## config.mk

```make
export PLATFORM = sky130hd
export DESIGN_NAME = rename_table
export DESIGN_NICKNAME = d
export VERILOG_FILES = /design/src/common/ooo_pkg.sv /design/src/dispatch/rename_table.sv
export SDC_FILE = /design/constraint.sdc
export NUM_CORES = 2
export LEC_CHECK = 0
export ABC_CLOCK_PERIOD_IN_PS = 8200
export BUFFER_PORTS_ARGS = -buffer_cell sky130_fd_sc_hd__buf_2
export CAP_MARGIN = 5
export CORE_MARGIN = 4
export CORE_UTILIZATION = 40
export CTS_CLUSTER_SIZE = 24
export DETAILED_ROUTE_END_ITERATION = 16
export GPL_TIMING_DRIVEN = 0
export PLACE_DENSITY_LB_ADDON = 0.05
export RECOVER_POWER = 100
export SKIP_LAST_GASP = 1
export SLEW_MARGIN = 20
export SYNTH_ARGS = -nofsm -noshare
export SYNTH_HDL_FRONTEND = slang
export SYNTH_SLANG_ARGS = --single-unit
```

## constraint.sdc

```tcl
create_clock -name clk -period 8.2 [get_ports clk]
set_clock_uncertainty 0.1 [all_clocks]
set_input_delay 0.82 -clock clk [delete_from_list [all_inputs] [get_ports clk]]
set_output_delay 0.82 -clock clk [all_outputs]
set_load 0.02 [all_outputs]
```

## src/common/ooo_pkg.sv

```systemverilog
package ooo_pkg;

    // datapath and structure sizes
    localparam int XLEN      = 32;
    localparam int NUM_ALU   = 3;
    localparam int ROB_DEPTH = 8;
    localparam int TAG_W     = 3;
    localparam int RS_DEPTH  = 4;
    localparam int NUM_AREGS = 32;

    // index into the reorder buffer
    typedef logic [TAG_W-1:0] rob_tag_t;

    // supported major opcodes
    typedef enum logic [6:0] {
        op_lui = 7'b0110111,
        op_imm = 7'b0010011,
        op_reg = 7'b0110011
    } opcode_t;

    // integer alu operations
    typedef enum logic [3:0] {
        alu_add,
        alu_sub,
        alu_sll,
        alu_slt,
        alu_sltu,
        alu_xor,
        alu_srl,
        alu_sra,
        alu_or,
        alu_and
    } alu_op_t;

endpackage

```

## src/dispatch/rename_table.sv

```systemverilog
`timescale 1ns/100ps

module rename_table
import ooo_pkg::*;
(
    input  logic            clk,
    input  logic            rst,

    input  logic [4:0]      rs1_addr_i,
    input  logic [4:0]      rs2_addr_i,
    output logic            rs1_busy_o,
    output logic            rs2_busy_o,
    output rob_tag_t        rs1_tag_o,
    output rob_tag_t        rs2_tag_o,
    output logic [XLEN-1:0] rs1_value_o,
    output logic [XLEN-1:0] rs2_value_o,

    input  logic            alloc_valid_i,
    input  logic [4:0]      alloc_rd_i,
    input  rob_tag_t        alloc_tag_i,

    input  logic            wb_valid_i,
    input  logic [4:0]      wb_rd_i,
    input  rob_tag_t        wb_tag_i,
    input  logic [XLEN-1:0] wb_data_i
);

    logic [XLEN-1:0]      regs [NUM_AREGS];
    logic [NUM_AREGS-1:0] busy;
    rob_tag_t             tags [NUM_AREGS];

    assign rs1_busy_o  = busy[rs1_addr_i];
    assign rs2_busy_o  = busy[rs2_addr_i];
    assign rs1_tag_o   = tags[rs1_addr_i];
    assign rs2_tag_o   = tags[rs2_addr_i];
    assign rs1_value_o = regs[rs1_addr_i];
    assign rs2_value_o = regs[rs2_addr_i];

    always_ff @(posedge clk) begin
        if (rst) begin
            busy <= '0;
            for (int r = 0; r < NUM_AREGS; r++)
                regs[r] <= '0;
        end else begin
            // x0 is never written, so it keeps its reset zero
            if (wb_valid_i && wb_rd_i != 5'd0) begin
                regs[wb_rd_i] <= wb_data_i;
                // only the newest producer may release the register
                if (tags[wb_rd_i] == wb_tag_i)
                    busy[wb_rd_i] <= 1'b0;
            end
            // later assignment, so allocation wins on the same register
            if (alloc_valid_i && alloc_rd_i != 5'd0) begin
                busy[alloc_rd_i] <= 1'b1;
                tags[alloc_rd_i] <= alloc_tag_i;
            end
        end
    end

    a_x0_never_busy: assert property (@(posedge clk) disable iff (rst) !busy[0]);

endmodule

```

==> qor.csv <==
stage,metric,value,unit
clock_network,clockBufferDepth,3,
outcome,violations,"max-capacitance violations, max-slew violations",
critical_path,critical_path.endpoint,regs[3][9]$_SDFFCE_PN0P_,
logic_synthesis,synthCells,3690,
critical_path,cp_slowest_cell,o21ai_0,
power_and_ir_drop,switchingPower,3.83,mW
worst_hold_path,min_path_type,in2reg,
critical_path,reg2reg_slack,4930,ps
global_route,grt_pass1_wl,325,mm
critical_path,path_depth,7,
timing,post-route-min-period,6900,ps
logic_synthesis,yosys.area.top_type,edfxtp_1,
finish,nFillCells,13500,
finish,finalNonFillerCells,6197,
critical_path,crit_path_end_kind,register,
placement,place_congestion,0.873,
logic_synthesis,yosysTopAreaCellShare,0.548,
global_route,grt_max_degree,33,
timing,fmax,0.145,GHz
global_route,grt_usage,0.301,
logic_synthesis,synthTopCellsByArea,"edfxtp_1 55%, mux4_2 26%, and2_1 10%",
placement,place_area,0.0669,mm^2
flow_run,drv_cap,32,
critical_path,crit_family,buffers and inverters,
critical_path,path_cells,clkbuf_1 > clkbuf_1 > clkbuf_1 > nand3_1 > o21ai_0 > clkbuf_1 > clkbuf_1,
finish,drive_gt1_frac,0.273,
finish,synthToLayoutAreaGrowth,12.4,%
critical_path,crit_fanout,12,
power_and_ir_drop,p_clk_frac,0.394,
timing,hold_ws,298,ps
placement,port_buffers,119,
placement,place_inst,5943,
drt,viasPerCell,6.15,
logic_synthesis,synth_common_cells,"1120 x edfxtp_1, 993 x and2_1, 720 x mux4_2",
global_route,antenna_found_initial,14,
timing,relSlewSlack,-1.05,
die,initial_core_util,0.403,
global_route,overflow,0,
timing,worst_slew_pin_slew,3050,ps
clock_network,clkTransAtPathRegs,60,ps
global_route,grt_pass1_vias,38700,
clock_network,clockRootBuffer,clkbuf_16,
clock_network,cts_setup_buffers,0,
drt,wl_per_cell,38.5,um
die,coreArea,0.152,mm^2
logic_synthesis,ys_types,43,
power_and_ir_drop,combPwrFrac,0.132,
timing,drv_slew,410,
placement,place_hpwl,173,mm
finish,final_area,0.0690,mm^2
critical_path,r2r_cells,7,
clock_network,clock-sinks,1152,
timing,finalCritPeriodShare,0.841,
drt,final_antenna_net_count,0,
power_and_ir_drop,peakVddDrop,0.000218,V
critical_path,crit_top_cell,clkbuf_1,
critical_path,critPathBufInv,5,
logic_synthesis,yosysMostFrequentCell,edfxtp_1,
timing,setup_viol,0,
critical_path,required,8480,ps
clock_network,cts_resized,0,
power_and_ir_drop,seqPwrFrac,0.474,
die,fp-row-count,143,
clock_network,htreeDepth,4,
drt,first_iter_violations,4847,
die,fp.dieArea,0.160,mm^2
finish,final_nets,4115,
clock_network,clock_latency,770,ps
critical_path,crit_type,in2reg,
die,die_h,400,um
logic_synthesis,synth.cell_area,0.0614,mm^2
timing,hold_viol_final,0,
die,die_x,400,um
critical_path,cp.arrival,7170,ps
critical_path,cp_slowest_stage_delay,2300,ps
outcome,outcome,"finished, violations left",
power_and_ir_drop,p_leak,22.4,nW
clock_network,cts-buffers-inserted,138,
critical_path,r2r_start,tags[22][2]$_DFFE_PP_,
drt,wirelength,238,mm
logic_synthesis,async_flop_share,0,
critical_path,critPathLaunchType,input port,
die,pin_count,134,
power_and_ir_drop,p_int,10.8,mW
drt,first_pass_iters,5,
logic_synthesis,yosysWarnings,0,
timing,rsz0062_at_grt,false,
timing,tns,0,ps
critical_path,r2r-end,busy[18]$_SDFF_PP0_,
power_and_ir_drop,sw_frac_of_total,0.262,
drt,route.detailed.drc,0,
clock_network,cts_tree,built,
logic_synthesis,synth-edff-count,1120,
power_and_ir_drop,power_density,211,mW/mm^2
logic_synthesis,synth_seq_area_share,0.559,
drt,num_vias,38100,
logic_synthesis,ys_seq_elements,1152,
critical_path,crit_start,wb_rd_i[1],
logic_synthesis,ys.flop_type,edfxtp_1,
logic_synthesis,syn_area_per_cell,16.6,um^2
clock_network,cts_hold_buffers,0,
[cell type report]
cell class                      count  area (um^2)  share of cell area
Antenna cell                        8         20.0            0.000290
Buffer                            393         1630              0.0236
Clock buffer                      188         3690              0.0535
Clock inverter                     58          377             0.00546
Inverter                           12         45.0            0.000653
Multi-Input combinational cell   2167        25600               0.371
Sequential cell                  1152        34300               0.497
Tap cell                         2030         2540              0.0368
Timing Repair Buffer              189          836              0.0121
[stage by stage]
| stage | worst slack (ps) | total power, mW | utilization |
|---|---|---|---|
| 4_1_cts | 2440 | 14.8 | 0.466 |
| 6_report | 1300 | 14.6 | 0.453 |
| 5_1_grt | 1380 | 15.0 | 0.453 |
| 2_1_floorplan | 3480 | 8.15 | - |
| 3_3_place_gp | -1880 | 8.99 | 0.424 |
| 3_5_place_dp | 2450 | 9.07 | 0.439 |
[cells in the final DEF (no fill, tap or decap), types with 5 or more instances in the layout]
cell type | netlist | routed
clkinv_2 | 0 | 17
a22oi_1 | 9 | 9
diode_2 | 0 | 8
clkinv_1 | 1 | 27
a21oi_1 | 28 | 28
dfxtp_1 | 32 | 32
clkbuf_16 | 0 | 140
nand2b_1 | 8 | 8
buf_1 | 18 | 5
clkbuf_2 | 0 | 40
a31oi_1 | 18 | 18
inv_1 | 11 | 11
conb_1 | 1 | 35
nand2_1 | 36 | 36
mux2i_1 | 48 | 48
inv_6 | 0 | 6
buf_2 | 59 | 134
nor4_1 | 5 | 5
clkbuf_1 | 307 | 443
mux2_1 | 0 | 24
mux4_2 | 720 | 720
nor2b_1 | 8 | 8
and2_0 | 0 | 482
o21ai_0 | 28 | 28
nor3_1 | 22 | 22
a2111oi_2 | 10 | 10
nor2_1 | 56 | 56
mux2_2 | 72 | 48
o22ai_1 | 24 | 24
edfxtp_1 | 1120 | 1120
or3_1 | 5 | 5
and2_1 | 993 | 511
nand3_1 | 7 | 7
[worst min path at each step]
stage / start / to / slack, ps / cells after the start
final: wb_data_i[10] / regs[8][10]$_SDFFCE_PN0P_ / 300 / 2
after global routing: wb_data_i[31] / regs[1][31]$_SDFFCE_PN0P_ / 270 / 2
after CTS: wb_data_i[11] / regs[8][11]$_SDFFCE_PN0P_ / 250 / 2
after detailed placement: busy[0]$_SDFF_PP0_ / busy[0]$_SDFF_PP0_ / 370 / 1
after global placement: busy[0]$_SDFF_PP0_ / busy[0]$_SDFF_PP0_ / 370 / 1
after floorplan: busy[0]$_SDFF_PP0_ / busy[0]$_SDFF_PP0_ / 350 / 1
[per-layer routing]
metal	wire length (um)	share of wire	vias up	track usage
met2	112000	0.47	1877	0.478
met5	26	0.00011	-	0
met3	21300	0.089	378	0.0722
met1	97100	0.41	20600	0.412
li1	-	-	15300	-
met4	8030	0.034	4	0.0925
[sequential cells by signal, summed over array words and instances (netlist names)]
signal,count
busy,32
regs,1024
tags,96
[power by group through the flow]
| stage | Clock (mW) | Combinational [mW] | Sequential, mW |
|---|---|---|---|
| detailed placement | 0 | 2.05 | 7.02 |
| global route | 6.06 | 1.99 | 6.94 |
| global placement | 0 | 1.92 | 7.06 |
| finish | 5.75 | 1.93 | 6.91 |
| CTS | 5.83 | 2.06 | 6.90 |
| floorplan | 0 | 1.17 | 6.98 |
[cell families after synthesis]
logic type	share of synthesized area
other	0.0000611
DFF	0.559
AOI/OAI and AO/OA	0.0130
buffers and inverters	0.0266
and+or+nand+nor	0.116
muxes	0.285
Power figures use the tool's default switching activity.
