File: src/common/ooo_pkg.sv
package ooo_pkg;

    // datapath and structure sizes
    localparam int XLEN      = 32;
    localparam int NUM_ALU   = 3;
    localparam int ROB_DEPTH = 8;
    localparam int TAG_W     = 3;
    localparam int RS_DEPTH  = 4;
    localparam int NUM_AREGS = 32;

    // index into the reorder buffer
    typedef logic [TAG_W-1:0] rob_tag_t;

    // supported major opcodes
    typedef enum logic [6:0] {
        op_lui = 7'b0110111,
        op_imm = 7'b0010011,
        op_reg = 7'b0110011
    } opcode_t;

    // integer alu operations
    typedef enum logic [3:0] {
        alu_add,
        alu_sub,
        alu_sll,
        alu_slt,
        alu_sltu,
        alu_xor,
        alu_srl,
        alu_sra,
        alu_or,
        alu_and
    } alu_op_t;

endpackage

File: src/hdl/alu_unit.sv
`timescale 1ns/100ps

module alu_unit
import ooo_pkg::*;
(
    input  logic            clk,
    input  logic            rst,

    input  logic            issue_valid_i,
    input  alu_op_t         issue_op_i,
    input  logic [XLEN-1:0] issue_a_i,
    input  logic [XLEN-1:0] issue_b_i,
    input  rob_tag_t        issue_tag_i,

    output logic            ready_o,
    output logic            res_valid_o,
    output rob_tag_t        res_tag_o,
    output logic [XLEN-1:0] res_data_o,
    input  logic            res_grant_i
);

    logic [XLEN-1:0] result;
    logic [4:0]      shamt;

    assign shamt   = issue_b_i[4:0];
    assign ready_o = !res_valid_o;

    always_comb begin
        case (issue_op_i)
            alu_add:  result = issue_a_i + issue_b_i;
            alu_sub:  result = issue_a_i - issue_b_i;
            alu_sll:  result = issue_a_i << shamt;
            alu_slt:  result = {31'b0, $signed(issue_a_i) < $signed(issue_b_i)};
            alu_sltu: result = {31'b0, issue_a_i < issue_b_i};
            alu_xor:  result = issue_a_i ^ issue_b_i;
            alu_srl:  result = issue_a_i >> shamt;
            alu_sra:  result = $unsigned($signed(issue_a_i) >>> shamt);
            alu_or:   result = issue_a_i | issue_b_i;
            default:  result = issue_a_i & issue_b_i;
        endcase
    end

    // result held until the bus takes it
    always_ff @(posedge clk) begin
        if (rst)
            res_valid_o <= 1'b0;
        else if (issue_valid_i)
            res_valid_o <= 1'b1;
        else if (res_grant_i)
            res_valid_o <= 1'b0;
    end

    always_ff @(posedge clk) begin
        if (issue_valid_i) begin
            res_data_o <= result;
            res_tag_o  <= issue_tag_i;
        end
    end

    a_no_issue_while_held: assert property (@(posedge clk) disable iff (rst)
        issue_valid_i |-> !res_valid_o);

endmodule

File: config.mk
export PLATFORM = sky130hd
export DESIGN_NAME = alu_unit
export DESIGN_NICKNAME = d
export VERILOG_FILES = /design/src/common/ooo_pkg.sv /design/src/hdl/alu_unit.sv
export SDC_FILE = /design/constraint.sdc
export NUM_CORES = 1
export LEC_CHECK = 0
export BUFFER_PORTS_ARGS = -buffer_cell sky130_fd_sc_hd__buf_4
export CAP_MARGIN = 30
export CORE_UTILIZATION = 45
export DETAILED_ROUTE_END_ITERATION = 16
export HOLD_SLACK_MARGIN = 0.08
export SYNTH_ARGS = -nofsm -noshare
export SYNTH_HDL_FRONTEND = slang
export SYNTH_SLANG_ARGS = --single-unit
export TNS_END_PERCENT = 1
File: constraint.sdc
create_clock -name clk -period 9.7 [get_ports clk]
set_clock_uncertainty 0.05 [all_clocks]
set_input_delay 0.485 -clock clk [delete_from_list [all_inputs] [get_ports clk]]
set_output_delay 0.485 -clock clk [all_outputs]
set_load 0.01 [all_outputs]
==> results of run 1 <==
## metal layers
metal | vias to the layer above | part of all wire
met5 | - | 0
met4 | 0 | 0.017
met3 | 59 | 0.12
met2 | 659 | 0.43
met1 | 5229 | 0.44
li1 | 4988 | -
## cells in the mapped netlist, drive strengths merged, types with 12 or more instances
cell and count:
nor4 12, nand2b 12, clkbuf 54, mux2i 55, nor2 162, a211oi 25
o21ai 108, nand3 24, buf 48, mux4 20, ha 97, a31oi 22
inv 100, xnor2 27, o21bai 14, nor3 38, nand2 143, o211ai 22
o221ai 13, a21oi 144, edfxtp 35
## sequential cells by signal, summed over array words and instances, names as in the netlist
name / count
res_valid_o: 1
res_tag_o: 3
res_data_o: 32
## critical path, delay by kind of cell
family                   cells  cell delay [ns]
AO/OA/AOI/OAI                6             1.53
adder cells (fa/ha/maj)      1             0.52
AND/OR/NAND/NOR              4             0.88
buffers and inverters        3             1.02
## metrics by stage
stage	std cells	cell area (µm²)
2_1_floorplan	1353	9560
3_3_place_gp	1643	10400
3_5_place_dp	1644	10400
4_1_cts	1652	10500
5_1_grt	1652	10500
6_report	1653	10500
## area by class of cell
cell class / count / share of cell area
inverters: 100 / 0.0357
flip-flops and latches: 36 / 0.102
well taps: 270 / 0.0321
clock buffers: 8 / 0.0149
repair buffers: 123 / 0.0881
diodes: 1 / 0.000238
multi-input cells: 1115 / 0.727
## logic make-up after synthesis
| group | count (synthesis) | synth area share |
|---|---|---|
| multiplexers | 79 | 0.109 |
| flip-flops | 36 | 0.112 |
| buffers and inverters | 202 | 0.0884 |
| adder cells (fa/ha/maj) | 99 | 0.131 |
| AND/OR/NAND/NOR | 439 | 0.206 |
| AO/OA/AOI/OAI | 471 | 0.328 |
| XOR/XNOR | 27 | 0.0247 |
## power by group through the flow
| stage | combinational [mW] | clock [mW] | sequential (mW) |
|---|---|---|---|
| 6_report | 0.586 | 0.186 | 0.197 |
| 5_1_grt | 0.627 | 0.194 | 0.198 |
| 4_1_cts | 0.568 | 0.188 | 0.197 |
| 3_5_place_dp | 0.565 | 0 | 0.200 |
| 3_3_place_gp | 0.567 | 0 | 0.200 |
| 2_1_floorplan | 0.365 | 0 | 0.209 |
## path summary, 6_finish.rpt
check                           startpoint                       end  cells after the start
setup reg to reg  res_valid_o$_SDFFE_PP0P_  res_valid_o$_SDFFE_PP0P_                      2
setup / recovery              issue_b_i[2]  res_data_o[28]$_DFFE_PP_                     14
hold reg to reg   res_valid_o$_SDFFE_PP0P_  res_valid_o$_SDFFE_PP0P_                      2
hold / removal                         rst  res_valid_o$_SDFFE_PP0P_                      2
==> impl_results.md, run 1 <==
- Status: finished, final reports clean
- Core Region: 20600 µm²
- Final worst slack: 5.23 ns
- WL/cell: 25.1 µm
- Utilization after layout: 0.512
- Yosys top cell by area: ha_1
- Max cap viols: 0
- Root Driver: clkbuf_16
- Area Overhead vs Synth: 10.1%
- Reg-to-reg setup timing slack: 9.06 ns
- Cell chain of the critical path: buf_4 -> clkinv_1 -> buf_4 -> ha_1 -> a21oi_1 -> o21ai_0 -> nand3_1 -> a21oi_1 -> o21ai_0 -> nand3b_1 -> a31oi_1 -> o21a_1 -> nor3b_1 -> or3_1
- Cts hold-fix bufs: 0
- Switching power: 0.453 mW
- Yosys cell types: 92
- Port bufs: 111
- Mapped cell area: 9560 µm²
- Initial drt markers: 1263
- Synthesized instance count: 1353
- Ranking of synthesized cells by area: ha_1 (13%), edfxtp_1 (11%), a21oi_1 (7.4%), nor2_1 (6.3%), mux2i_1 (5.8%)
- Crit-path slowest cell: ha_1
- Met3 Use GR: 0.0836
- Overall power: 0.968 mW
- Clk buf depth: 2
- EDFF count, synth: 35
- FFs w/ async S/R, synth: 0
- Most common cell after layout, fill and taps aside: nor2_1
- WHS: 0.295 ns
- Final #Nets: 1555
- Net Sw Frac: 0.468
- Clk_lat worst skew: 0.29 ns
- Final hold viol count: 0
- Clock sink count: 36
- Syn nets: 1527
- # rows: 52
- Power Dens Cells: 92.0 nW/µm²
- Tightest Pin Transition: 1.02 ns
- Max FO, Critical Path: 62
- Post-Route WL: 41500 µm
- Final period utilization: 0.460
- Fillers: 2136
- Pins over their slew limit: 0
- RSZ-0062 raised after global routing: false
- Die H: 148 µm
- Post-CTS setup buffer count: 0
- Final ANT Viol Nets: 0
- I/O pin cnt: 112
- Crit-path max cell delay: 0.52 ns
- Largest net degree at the start of global routing: 82
- Global-route wire length before repair: 62100 µm
- H-tree level count: 2
- GPL Wtd Cong: 1.00
- Sequential area share after synthesis: 0.112
- Clk network pwr share: 0.192
- Vias: 10900
- M2 GR Usage: 0.568
- Layout cells sized above 1: 0.143
- CP Capture Type: flip-flop
- Min cycle time layout: 4.47 ns
- Synth Flop Type: edfxtp_1
- Power Internal: 0.515 mW
- Met1 Resource Use GR: 0.545
- Cts bufs inserted: 5
- Reg clk slew, reported paths: 0.07 ns
- Commonest non-fill, non-tap cells in the layout: nor2_1 (161), a21oi_1 (142), nand2_1 (141), buf_4 (122), o21ai_0 (101)
- Antenna violations before repair: 1
- Vias in the first global route: 10100
- Gr usage total: 0.378
- Initial core utilization: 0.465
- Final HPWL DP: 31900 µm
- Congestion Overflow GR: 0
- Reg power frac: 0.203
- CP Data Arrival Time: 4.46 ns
- Worst hold path type: primary input to flip-flop
- 1st-pass router iterations: 6
- Gr busiest metal: met2
- DIE AREA: 21800 µm²
- LEAKAGE: 4.48 nW
- PostCTS Resize Cnt: 0
- Setup violations, final: 0
- Syn_area_per_cell: 7.07 µm²
- CTS tree: built
- Area occupied by multi-input gates: 7650 µm²
- Setup tns final: 0 ns
- Worst setup path category: primary input to flip-flop
- FF+latch area: 1070 µm²
- Yosys top cell area share: 0.127
- DRC viols: 0
- Logic gate share of total power: 0.605
- Rel. slew slack: 0.321
- Vias per cell: 6.62
- CP Launch Type: primary input
- CP Data Required Time: 9.70 ns
- Peak Freq: 224 MHz
- Die width: 148 µm
- Worst vdd ir: 74.8 µV
- Pre-CTS WS: 5.17 ns
- Yosys reg bits: 36
- Synth warn: 0
Note: power is estimated with default switching activity, not from simulation.
==> run 2: changes to the inputs <==
--- a/config.mk
+++ b/config.mk
@@ -10,6 +10,7 @@
 export CORE_UTILIZATION = 45
 export DETAILED_ROUTE_END_ITERATION = 16
 export HOLD_SLACK_MARGIN = 0.08
+export PLACE_DENSITY = 0.67
 export SYNTH_ARGS = -nofsm -noshare
 export SYNTH_HDL_FRONTEND = slang
 export SYNTH_SLANG_ARGS = --single-unit
==> constraint.sdc (replaced) <==
create_clock -name clk -period 3.9 [get_ports clk]
set_clock_uncertainty 0.05 [all_clocks]
set_input_delay 0.195 -clock clk [delete_from_list [all_inputs] [get_ports clk]]
set_output_delay 0.195 -clock clk [all_outputs]
set_load 0.01 [all_outputs]
==> run 2 against run 1 <==
Compared with the run above:
- critical path depth fell by 1
- first-iteration DRC count fell by 4.1%
- combinational power rose to 2.6 times the previous value
- setup slack got worse by 4.7 ns
- count of clock-buffer cells in the layout did not move
- flip-flop and latch count did not move
- register-to-register slack got worse by 5.8 ns
- die area did not move
- critical path type unchanged
- highest routed layer unchanged
==> impl_results.md, run 2 (synthesis gave the netlist of run 1 again) <==
- Status: finished, final reports clean
- # rows: 52 (unchanged)
- Initial core utilization: 0.465 (unchanged)
- Antenna violations before repair: 1 (unchanged)
- M2 GR Usage: 0.575 (+0.00778)
- Core Region: 20600 µm² (unchanged)
- Max FO, Critical Path: 11 (-82%)
- Post-CTS setup buffer count: 0 (unchanged)
- Crit path to: res_data_o[29]$_DFFE_PP_
- Fillers: 2129 (-0.33%)
- Family with the most delay on the worst path: compound AO/OA/AOI/OAI gates
- CP Launch Point: issue_b_i[3]
- Met3 Use GR: 0.0559 (-0.0278)
- Largest regs: res_data_o: 32 flops, res_tag_o: 3 flops, res_valid_o: 1 flops
- Vias per cell: 6.59 (-0.32%)
- Die width: 148 µm (unchanged)
- CP Data Arrival Time: 3.32 ns (-1.14 ns)
- Met1 Resource Use GR: 0.583 (+0.0388)
- Layout cells sized above 1: 0.160 (+0.0171)
- Reg2reg start: res_valid_o$_SDFFE_PP0P_
- GPL Wtd Cong: 0.994 (-0.93%)
- Gr busiest metal: met1
- Pins over their slew limit: 0 (unchanged)
- WL/cell: 25.3 µm (+0.92%)
- Final hold viol count: 0 (unchanged)
- Max cap viols: 0 (unchanged)
- FF+latch area: 1070 µm² (unchanged)
- CP Capture Type: flip-flop
- Min cycle time layout: 3.34 ns
- Power Dens Cells: 227 nW/µm² (+150%)
- Clk buf depth: 2 (unchanged)
- Area Overhead vs Synth: 12.9%
- Reg-to-reg setup timing slack: 3.24 ns (-5.82 ns)
- Pre-CTS WS: 0.428 ns (-4.74 ns)
- Clock sink count: 36 (unchanged)
- DRC viols: 0 (unchanged)
- Crit-path slowest cell: o31ai_1
- Tightest Pin Transition: 0.904 ns (-0.115 ns)
- CTS tree: built
- Worst hold path type: primary input to flip-flop
- Die H: 148 µm (unchanged)
- Most common cell after layout, fill and taps aside: nor2_1
- Worst R2R End: res_valid_o$_SDFFE_PP0P_
- Worst path bufs/invs: 2 (-1)
- Setup tns final: 0 ns (unchanged)
- R2R cell count: 2 (unchanged)
- 1st-pass router iterations: 6 (unchanged)
- Commonest non-fill, non-tap cells in the layout: nor2_1 (161), buf_4 (152), a21oi_1 (142), nand2_1 (141), o21ai_0 (101)
- Cell chain of the critical path: buf_4 -> inv_1 -> ha_1 -> nand2_1 -> o31ai_1 -> o211ai_1 -> o211ai_2 -> a21oi_1 -> o211ai_2 -> nor4_1 -> nor3_1 -> mux2i_1 -> a21oi_1
- Crit-path max cell delay: 0.72 ns (+0.20 ns)
- Root Driver: clkbuf_16
- PostCTS Resize Cnt: 0 (unchanged)
- CP Launch Type: primary input
- Area occupied by multi-input gates: 7650 µm² (about the same)
- Port bufs: 111 (unchanged)
- DP Cell Count: 1674 (+1.8%)
- Final period utilization: 0.856
- Utilization after layout: 0.525 (+0.0131)
- Initial drt markers: 1211 (-4.1%)
- Clk_lat worst skew: 0.28 ns (about the same)
- Peak Freq: 300 MHz
- Congestion Overflow GR: 0 (unchanged)
- Biggest register: res_data_o
- CP Data Required Time: 3.89 ns (-5.81 ns)
- Reg clk slew, reported paths: 0.07 ns (about the same)
- Vias: 11100 (+1.7%)
- I/O pin cnt: 112 (unchanged)
- Worst setup path category: primary input to flip-flop
- DIE AREA: 21800 µm² (unchanged)
- Largest net degree at the start of global routing: 87 (+6.1%)
- Post-Route WL: 42700 µm (+3.0%)
- H-tree level count: 2 (unchanged)
- Worst vdd ir: 171 µV (+130%)
- Setup violations, final: 0 (unchanged)
- LEAKAGE: 4.65 nW (+3.8%)
- Final ANT Viol Nets: 0 (unchanged)
- WP depth: 13 (-1)
- Final worst slack: 0.563 ns (-4.67 ns)
- Final HPWL DP: 33600 µm (+5.5%)
- RSZ-0062 raised after global routing: false
- Vias in the first global route: 10200 (+1.2%)
- Max reg flops: 32 (unchanged)
- Cts bufs inserted: 5 (unchanged)
- Rel. slew slack: 0.392 (+0.0709)
- Global-route wire length before repair: 63500 µm (+2.2%)
- Gr usage total: 0.387 (+0.00968)
- Final #Nets: 1589 (+2.2%)
- Final std cells w/o fill: 1687 (+2.1%)
==> run 2: cell types whose count changed in the layout (fill, tap and decap cells not counted) <==
| cell | change |
|---|---|
| dlygate4sd3_1 | +4 |
| clkinv_1 | -1 |
| nor3_1 | +1 |
| inv_1 | +1 |
| buf_6 | -1 |
| buf_4 | +30 |
| buf_12 | +1 |
| nor3_2 | -1 |
==> run 2: metal layers <==
metal | up-vias | routed length, µm
li1 | 5062 | -
met2 | 656 | 18200
met5 | - | 0
met4 | 0 | 846
met3 | 62 | 4810
met1 | 5344 | 18900
==> run 2: final cells by class <==
cell class | count | share of cell area
well taps | 270 | 0.0313
flip-flops and latches | 36 | 0.0992
clock buffers | 8 | 0.0145
inverters | 100 | 0.0348
repair buffers | 157 | 0.111
diodes | 1 | 0.000232
multi-input cells | 1115 | 0.709
==> run 2: worst min path at each step <==
stage | from | end | slack, ns | cells past startpoint
6_report | res_grant_i | res_valid_o$_SDFFE_PP0P_ | 0.18 | 4
2_1_floorplan | rst | res_valid_o$_SDFFE_PP0P_ | 0.22 | 1
5_1_grt | res_grant_i | res_valid_o$_SDFFE_PP0P_ | 0.20 | 4
3_3_place_gp | rst | res_valid_o$_SDFFE_PP0P_ | 0.30 | 2
4_1_cts | res_grant_i | res_valid_o$_SDFFE_PP0P_ | 0.16 | 4
3_5_place_dp | rst | res_valid_o$_SDFFE_PP0P_ | 0.31 | 2
==> run 2: through the flow <==
step,power [mW],area (µm²),hold WS [ns]
final,2.45,10800,0.182
after global routing,2.56,10800,0.203
after CTS,2.40,10800,0.165
after detailed placement,1.95,10600,0.306
after global placement,1.95,10600,0.302
after floorplan,1.43,9560,0.217
==> run 2: worst min-delay path, delay by kind of cell <==
kind | cells | cell delay [ns]
compound gates | 1 | 0.06
simple gates | 1 | 0.07
buf+inv | 2 | 0.16
==> run 2: power by group <==
part / total, mW / switching (mW) / leakage [nW] / internal, mW
Combinational: 1.50 / 0.946 / 4.22 / 0.556
Clock: 0.454 / 0.181 / 0.0772 / 0.273
Sequential: 0.490 / 0.0125 / 0.349 / 0.477
==> run 2: what timing repair did <==
item	4_1_cts	5_1_grt
hold buffers	4	0
endpoints found under the setup margin	0	0
hold endpoints to repair	4	0
