`config.mk`:
```
export PLATFORM = sky130hd
export DESIGN_NAME = cdb_arbiter
export DESIGN_NICKNAME = d
export VERILOG_FILES = /design/src/common/ooo_pkg.sv /design/src/hdl/cdb_arbiter.sv
export SDC_FILE = /design/constraint.sdc
export NUM_CORES = 1
export LEC_CHECK = 0
export ABC_AREA = 1
export ABC_CLOCK_PERIOD_IN_PS = 1800
export BUFFER_PORTS_ARGS = -buffer_cell sky130_fd_sc_hd__buf_2
export CORE_MARGIN = 1
export CORE_UTILIZATION = 37
export DETAILED_ROUTE_END_ITERATION = 10
export GPL_TIMING_DRIVEN = 0
export PLACE_DENSITY = 0.95
export SYNTH_ARGS = -nofsm -noshare
export SYNTH_HDL_FRONTEND = slang
export SYNTH_SLANG_ARGS = --single-unit
export TNS_END_PERCENT = 1
```
`constraint.sdc`:
```
create_clock -name vclk -period 1.8
set_clock_uncertainty 0.1 [all_clocks]
set_input_delay 0.36 -clock vclk [all_inputs]
set_output_delay 0.36 -clock vclk [all_outputs]
set_load 0.005 [all_outputs]
```
`src/common/ooo_pkg.sv`:
```
package ooo_pkg;

    // datapath and structure sizes
    localparam int XLEN      = 32;
    localparam int NUM_ALU   = 3;
    localparam int ROB_DEPTH = 8;
    localparam int TAG_W     = 3;
    localparam int RS_DEPTH  = 4;
    localparam int NUM_AREGS = 32;

    // index into the reorder buffer
    typedef logic [TAG_W-1:0] rob_tag_t;

    // supported major opcodes
    typedef enum logic [6:0] {
        op_lui = 7'b0110111,
        op_imm = 7'b0010011,
        op_reg = 7'b0110011
    } opcode_t;

    // integer alu operations
    typedef enum logic [3:0] {
        alu_add,
        alu_sub,
        alu_sll,
        alu_slt,
        alu_sltu,
        alu_xor,
        alu_srl,
        alu_sra,
        alu_or,
        alu_and
    } alu_op_t;

endpackage

```
`src/hdl/cdb_arbiter.sv`:
```
`timescale 1ns/100ps

module cdb_arbiter
import ooo_pkg::*;
(
    input  logic [NUM_ALU-1:0] res_valid_i,
    input  rob_tag_t           res_tag_i  [NUM_ALU],
    input  logic [XLEN-1:0]    res_data_i [NUM_ALU],
    output logic [NUM_ALU-1:0] res_grant_o,

    output logic               cdb_valid_o,
    output rob_tag_t           cdb_tag_o,
    output logic [XLEN-1:0]    cdb_data_o
);

    assign cdb_valid_o = |res_valid_i;

    // scan from the top so the lowest valid index is left standing
    always_comb begin
        res_grant_o = '0;
        cdb_tag_o   = '0;
        cdb_data_o  = '0;
        for (int k = NUM_ALU - 1; k >= 0; k--) begin
            if (res_valid_i[k]) begin
                res_grant_o    = '0;
                res_grant_o[k] = 1'b1;
                cdb_tag_o      = res_tag_i[k];
                cdb_data_o     = res_data_i[k];
            end
        end
    end

endmodule

```
==> results of run 1 <==
## layout by cell type (no fill, tap or decap)
master   instances
inv_1            2
buf_2          149
nand3_1         46
buf_6           11
nand2_1         36
buf_12           3
nor3_2           1
nand3_2         59
inv_2            1
buf_4            2
nor2_2           1
nor2_4           1
## cell families after synthesis
logic type | Yosys count | share of synthesized area, %
and+or+nand+nor | 144 | 81.4
buffers and inverters | 22 | 18.6
## cell type report
cell class                      instances  area share (%)
Multi-Input combinational cell        144            49.3
Timing Repair Buffer                  146            36.6
Buffer                                 19            10.7
Tap cell                               44            2.76
Inverter                                3           0.565
## power breakdown
part           internal [uW]  leakage (uW)  switching, uW
sequential                 0             0              0
clock                      0             0              0
combinational            235       0.00117            211
## through the flow
step / util [%] / setup slack, ns
global placement: 64.8 / 0.157
CTS: 64.8 / 0.127
finish: 64.8 / 0.126
detailed placement: 64.8 / 0.129
floorplan: - / 0.482
global route: 64.8 / 0.0825
## worst paths after layout
kind,from,end
setup / recovery,res_valid_i[0],cdb_data_o[28]
hold / removal,res_data_i[82],cdb_data_o[18]
## cell usage after synthesis, drive strengths merged
cell type,number
nor3,1
nand2,36
nand3,105
nor2,2
inv,3
buf,19
## routing by layer
| layer | up-vias | track usage [%] |
|---|---|---|
| li1 | 877 | - |
| met1 | 781 | 25.6 |
| met2 | 102 | 50.8 |
| met3 | 12 | 3.93 |
| met4 | 0 | 5.44 |
| met5 | - | 0 |
==> qor.json, run 1 <==
{
  "area.sequential_um2": 0,
  "vdd_ir_drop_max_uv": 144,
  "antenna_found_initial": 0,
  "synth.top_cell.area_share_pct": 48.9,
  "design.core.area_um2": 3080,
  "run_status": "finished clean",
  "p_total_uw": 446,
  "hold_path_cell_cnt": 4,
  "synthDominantAreaCellType": "nand3_2",
  "yosys-top-cells-area": "nand3_2, nand3_1, nand2_1",
  "synth.distinct_cells": 12,
  "buffers_added_on_ports": 146,
  "timing.final.crit_share_pct": 93.0,
  "synth_warnings": 0,
  "critPathTopFamily": "buffers and inverters",
  "overflow": 0,
  "ordered_list_of_cells_on_the_worst_path": "buf_2 -> nor2_4 -> buf_6 -> nand3_1 -> nand3_2 -> buf_2",
  "placed_cell_area_um2": 1990,
  "fillerInstances": 273,
  "layout-drive-gt1-share_pct": 73.1,
  "hold-worst-slack_ns": 0.902,
  "cp_data_arrival_time_ns": 1.21,
  "globalRouteTotalUtil_pct": 24.7,
  "finalSetupTns_ns": 0,
  "syn-instance-count": 166,
  "final_cell_area_um2": 1990,
  "floorplan.initialDensity_pct": 39.3,
  "cts_post_setup_buffers_inserted": 0,
  "number_of_global_route_vias_before_repair": 1611,
  "wire_length_of_the_first_global_routing_pass_um": 6860,
  "post_syn_area_per_cell_um2": 7.28,
  "floorplan.io_pins": 147,
  "power.static_leakage_uw": 0.00117,
  "cts_hold_buffers": 0,
  "nNetsFinal": 422,
  "globalplace.congestion": 0.764,
  "area_delta_synth_final_pct": 65.0,
  "worst-path-buf-inv": 3,
  "worst_setup_path_start_kind": "input port",
  "grt_start_max_net_pins": 11,
  "dieWidth_um": 59.2,
  "synth.net_count": 274,
  "drt_iter0_drc": 76,
  "top_layer_used": "met4",
  "critPathKind": "input port to output port",
  "vias": 1772,
  "worst_path_most_repeated_cell": "buf_2",
  "drt_pre_antenna_iters": 4,
  "worstSetupPathDepth": 6,
  "drt-wirelength-per-cell_um": 12.1,
  "postRouteWirelength_um": 4320,
  "dp_cells": 356,
  "met1_length_um": 1560,
  "upper_clock_frequency_limit_ghz": 0.598,
  "drcViolationCount": 0,
  "post_cts_resized": 0,
  "timing.hold.worst.class": "input port to output port",
  "final-max-slew-violation-count": 0,
  "setup_viol": 0,
  "worst_max_slew_pin_slew_ns": 0.253,
  "met2RoutedLength_um": 2300,
  "floorplan.die.height_um": 59.2,
  "num_rows": 20,
  "drt.antenna.violating_nets": 0,
  "synth_seq_area_share_pct": 0,
  "slowest_stage_delay_cp_ns": 0.22,
  "fin_cells": 356,
  "worst_path_max_delay_cell": "nor2_4",
  "drv_cap": 0,
  "slew_headroom_pct": 83.1,
  "half_perimeter_wire_length_of_the_detailed_placement_result_um": 3630,
  "layout.sequential_cells": 0,
  "met3WireLength_um": 376,
  "die_area_um2": 3500,
  "crit_required_ns": 1.34,
  "grt_setup_unrepaired": "false",
  "mappedNetlistArea_um2": 1210,
  "final_period_minus_worst_setup_slack_ns": 1.67,
  "insertedDiodeCount": 0,
  "clock_tree_buffer_count_of_the_final_layout": 0,
  "multiInputGateArea_um2": 983,
  "worst_setup_path_end_kind": "output port",
  "pwr_density_cell_nw_per_um2": 224,
  "drt-vias-per-instance": 4.98,
  "cp_max_fo": 10,
  "timing.final.hold_violations": 0
}
(Power assumes the default switching activity.)
==> run 2: changes to the inputs <==
--- a/config.mk
+++ b/config.mk
@@ -12,7 +12,7 @@
 export CORE_UTILIZATION = 37
 export DETAILED_ROUTE_END_ITERATION = 10
 export GPL_TIMING_DRIVEN = 0
-export PLACE_DENSITY = 0.95
+export PLACE_DENSITY = 0.88
 export SYNTH_ARGS = -nofsm -noshare
 export SYNTH_HDL_FRONTEND = slang
 export SYNTH_SLANG_ARGS = --single-unit
==> constraint.sdc (replaced) <==
create_clock -name vclk -period 1.8
set_clock_uncertainty 0.1 [all_clocks]
set_input_delay 0.36 -clock vclk [all_inputs]
set_output_delay 0.36 -clock vclk [all_outputs]
set_load 0.1 [all_outputs]
==> run 2 against run 1 <==
Power grew to 2.6 times the previous value. Worst setup slack got worse by 0.10 ns. Count of clock-buffer cells in the layout is the same. Largest cell class is now non-clock buffers. Critical path depth stayed put. Combinational power rose to 2.6 times the previous value. Largest power group unchanged. Core utilization increased by 12 points. Global-route usage is 2.6 points higher. Cell count is 1.4% higher. Non-clock buffer count grew 4. Critical path type unchanged. Sequential share of layout area unchanged.
==> qor.json, run 2 (same netlist as run 1, synthesis figures left out) <==
{
  "timing.final.crit_share_pct": 98.7,
  "combinationalPowerShare_pct": 100.0,
  "drt_iter0_drc": 102,
  "cp_data_arrival_time_ns": 1.32,
  "worst_setup_path_start_kind": "input port",
  "timing.final.hold_violations": 0,
  "dp_cells": 356,
  "p_sw_uw": 790,
  "multiInputGateArea_um2": 1010,
  "postRouteWirelength_um": 5500,
  "globalplace.congestion": 0.826,
  "groute.layer.met3.usage_pct": 4.80,
  "overflow": 0,
  "drt-wirelength-per-cell_um": 15.2,
  "floorplan.initialDensity_pct": 39.3,
  "drv_cap": 0,
  "floorplan.die.height_um": 59.2,
  "worst_max_slew_pin_slew_ns": 0.492,
  "groute.layer.met1.usage_pct": 28.9,
  "fin_cells": 361,
  "vias": 1914,
  "area_delta_synth_final_pct": 96.6,
  "area.sequential_um2": 0,
  "slew_headroom_pct": 67.4,
  "final_cell_area_um2": 2380,
  "layout.sequential_cells": 0,
  "final_period_minus_worst_setup_slack_ns": 1.78,
  "insertedDiodeCount": 0,
  "layout-drive-gt1-share_pct": 73.8,
  "dpl_worst_slack_ns": -0.185,
  "globalRouteTotalUtil_pct": 27.3,
  "pwr_density_cell_nw_per_um2": 489,
  "num_rows": 20,
  "wire_length_of_the_first_global_routing_pass_um": 7480,
  "design.core.area_um2": 3080,
  "critPathKind": "input port to output port",
  "layout.cells.most_common_list": "buf_2, nand3_2, nand3_1",
  "half_perimeter_wire_length_of_the_detailed_placement_result_um": 3490,
  "grt_util_met2_pct": 53.6,
  "grt_start_max_net_pins": 11,
  "grt-busiest-layer": "met2",
  "final_critical_path_setup_slack_ns": 0.0232,
  "grt_setup_unrepaired": "true",
  "slowest_stage_delay_cp_ns": 0.21,
  "vdd_ir_drop_max_uv": 375,
  "ordered_list_of_cells_on_the_worst_path": "buf_2 -> nor2_4 -> buf_6 -> nand3_1 -> nand3_2 -> buf_12",
  "p_clk_share_pct": 0,
  "cts_hold_buffers": 0,
  "critPathTopFamily": "buffers and inverters",
  "timing.hold.worst.class": "input port to output port",
  "swShare_pct": 68.0,
  "run_status": "finished clean",
  "fillerInstances": 232,
  "setup_viol": 0,
  "drt.antenna.violating_nets": 0,
  "upper_clock_frequency_limit_ghz": 0.563,
  "p_total_uw": 1160,
  "drt-vias-per-instance": 5.30,
  "drcViolationCount": 0,
  "floorplan.io_pins": 147,
  "final-max-slew-violation-count": 0,
  "worst_path_max_delay_cell": "nor2_4",
  "layout_commonest_cell": "buf_2",
  "worst_setup_path_end_kind": "output port",
  "cp_max_fo": 10,
  "power.internal_uw": 372,
  "crit_required_ns": 1.34,
  "placed_cell_area_um2": 2010,
  "drt_pre_antenna_iters": 4,
  "buffers_added_on_ports": 146,
  "die_area_um2": 3500,
  "power.share.sequential_pct": 0,
  "dieWidth_um": 59.2,
  "number_of_global_route_vias_before_repair": 1712,
  "power.static_leakage_uw": 0.00130,
  "clock_tree_buffer_count_of_the_final_layout": 0,
  "worst-path-buf-inv": 3,
  "antenna_found_initial": 0,
  "nNetsFinal": 427
}
==> run 2: cell count changes in the layout (fill, tap and decap cells not counted), sizes merged <==
cell  delta
buf      +4
nor2     +1
==> run 2: power by group through the flow <==
stage               logic, uW  clock network (uW)  registers, uW
floorplan                 761                   0              0
finish                   1160                   0              0
CTS                      1080                   0              0
global placement          973                   0              0
global route             1200                   0              0
detailed placement        982                   0              0
==> run 2: layer usage <==
layer	wire length, um	up-vias
met4	196	0
met3	464	24
met1	2050	864
met5	0	-
met2	2790	138
li1	-	888
==> run 2: timing repair <==
action,4_1_cts,5_1_grt
pin swaps,0,1
gates cloned,0,3
hold endpoints to repair,0,0
resized for setup,65,35
endpoints found under the setup margin,37,30
setup buffers,0,2
==> run 2: path summary, 6_finish.rpt <==
kind | start | endpoint | cells after the start
hold / removal | res_data_i[91] | cdb_data_o[27] | 4
setup / recovery | res_valid_i[0] | cdb_tag_o[1] | 6
==> run 2: final cells by class <==
type                       instances  share of cell area (%)
multi-input combinational        145                    42.3
inverter                           3                   0.474
tap                               44                    2.32
timing repair buffer             150                    45.9
buffer                            19                    9.00
==> run 2: tightest hold or removal path, stage by stage <==
cell	delay [ns]
buf_2	0.07
nand2_1	0.05
nand3_2	0.09
buf_12	0.17
==> run 2: stage by stage <==
step | hold slack [ns] | TNS, ns | utilization, %
after floorplan | 0.832 | -0.480 | -
after global placement | 1.11 | -4.48 | 65.2
after detailed placement | 1.12 | -4.54 | 65.2
after CTS | 1.03 | -0.00311 | 71.6
after global routing | 1.04 | -0.0864 | 77.2
final | 1.01 | 0 | 77.2
==> run 3: changes to the inputs <==
--- a/config.mk
+++ b/config.mk
@@ -8,6 +8,7 @@
 export ABC_AREA = 1
 export ABC_CLOCK_PERIOD_IN_PS = 1800
 export BUFFER_PORTS_ARGS = -buffer_cell sky130_fd_sc_hd__buf_2
+export CORE_ASPECT_RATIO = 1.1
 export CORE_MARGIN = 1
 export CORE_UTILIZATION = 37
 export DETAILED_ROUTE_END_ITERATION = 10
==> run 3 against run 2 <==
Maximum frequency down 0.12%. Power down 1.7%. Critical endpoint is now cdb_data_o[30]. Flip-flop and latch count unchanged. Critical path type unchanged.
==> qor.json, run 3 (same netlist as run 1, synthesis figures left out) <==
{
  "floorplan.initialDensity_pct": 39.3,
  "number_of_global_route_vias_before_repair": 1672,
  "combinationalPowerShare_pct": 100.0,
  "num_rows": 21,
  "drt_pre_antenna_iters": 4,
  "drv_cap": 0,
  "timing.final.crit_share_pct": 98.8,
  "power.static_leakage_uw": 0.00129,
  "crit_required_ns": 1.34,
  "layout-drive-gt1-share_pct": 73.7,
  "end_of_flow_core_utilization_pct": 75.5,
  "area_delta_synth_final_pct": 92.1,
  "cp_data_arrival_time_ns": 1.32,
  "vias": 1862,
  "swShare_pct": 68.4,
  "p_clk_share_pct": 0,
  "drt-vias-per-instance": 5.32,
  "area.sequential_um2": 0,
  "worst_setup_path_start_kind": "input port",
  "layout.cells.most_common_list": "buf_2, nand3_2, nand3_1",
  "power.internal_uw": 361,
  "globalRouteTotalUtil_pct": 25.9,
  "run_status": "finished clean",
  "insertedDiodeCount": 0,
  "drt-wirelength-per-cell_um": 14.7,
  "half_perimeter_wire_length_of_the_detailed_placement_result_um": 3400,
  "drcViolationCount": 0,
  "layout.sequential_cells": 0,
  "power.share.sequential_pct": 0,
  "dieWidth_um": 56.5,
  "worst_setup_path_end_kind": "output port",
  "vdd_ir_drop_max_uv": 478,
  "final_period_minus_worst_setup_slack_ns": 1.78,
  "drt_iter0_drc": 108,
  "nNetsFinal": 426,
  "wire_length_of_the_first_global_routing_pass_um": 7350,
  "fillerInstances": 244,
  "grt_setup_unrepaired": "true",
  "die_area_um2": 3500,
  "pwr_density_cell_nw_per_um2": 492,
  "design.core.area_um2": 3070,
  "postRouteWirelength_um": 5150,
  "drt.antenna.violating_nets": 0,
  "grt_start_max_net_pins": 11,
  "floorplan.die.height_um": 61.9,
  "globalplace.congestion": 0.799,
  "buffers_added_on_ports": 146,
  "final_critical_path_setup_slack_ns": 0.0210,
  "floorplan.io_pins": 147,
  "setup_viol": 0,
  "cp_max_fo": 10,
  "antenna_found_initial": 0,
  "timing.hold.worst.class": "input port to output port",
  "critPathKind": "input port to output port",
  "clock_tree_buffer_count_of_the_final_layout": 0,
  "upper_clock_frequency_limit_ghz": 0.562,
  "dpl_worst_slack_ns": -0.196,
  "slew_headroom_pct": 67.3,
  "layout_commonest_cell": "buf_2",
  "finalSetupTns_ns": 0,
  "timing.final.hold_violations": 0,
  "p_sw_uw": 781,
  "final-max-slew-violation-count": 0,
  "worst_max_slew_pin_slew_ns": 0.495,
  "overflow": 0
}
run 3: cell types whose count changed in the layout (fill, tap and decap cells not counted):
cell    change
buf_12      -2
buf_4       +4
buf_6       -5
buf_8       +2
nor2_2      +1
nor2_4      -1
run 3: worst max-delay path, cell delays in order:
cell     delay, ns
buf_2         0.15
nor2_4        0.21
buf_6         0.17
nand3_1       0.12
nand3_2       0.13
buf_12        0.18
run 3: final timing paths:
path	from	endpoint	depth (start not counted)
max	res_valid_i[0]	cdb_data_o[30]	6
min	res_data_i[77]	cdb_data_o[13]	4
run 3: cell type report:
type	count	area, um2	area share (%)
buffer	19	214	9.21
tap	34	42.5	1.83
timing repair buffer	149	1050	45.4
multi-input combinational	145	1000	43.1
inverter	3	11.3	0.485
run 3: power by group through the flow:
stage | Combinational [uW] | Clock, uW | Sequential (uW)
global placement | 974 | 0 | 0
detailed placement | 981 | 0 | 0
finish | 1140 | 0 | 0
floorplan | 761 | 0 | 0
CTS | 1080 | 0 | 0
global route | 1180 | 0 | 0
run 3: routing by layer:
layer	vias up	track usage (%)	routed length, um	share of wire, %
met5	-	0	0	0
met4	0	5.92	138	2.7
met3	12	3.11	375	7.3
met2	116	52.4	2810	54
met1	849	29.3	1830	36
li1	885	-	-	-
run 3: through the flow:
step | power [uW] | hold WS, ns | instances | cell area (um2)
global route | 1180 | 1.03 | 350 | 2320
floorplan | 761 | 0.832 | 166 | 1220
finish | 1140 | 1.01 | 350 | 2320
detailed placement | 981 | 1.12 | 346 | 1990
global placement | 974 | 1.12 | 346 | 1990
CTS | 1080 | 1.04 | 346 | 2190
run 3: repair_timing:
item | CTS | global route
resized for setup | 66 | 24
pin swaps | 0 | 1
cloned | 0 | 1
setup buffers | 0 | 3
setup endpoints to repair | 37 | 31
hold buffers | 0 | 0
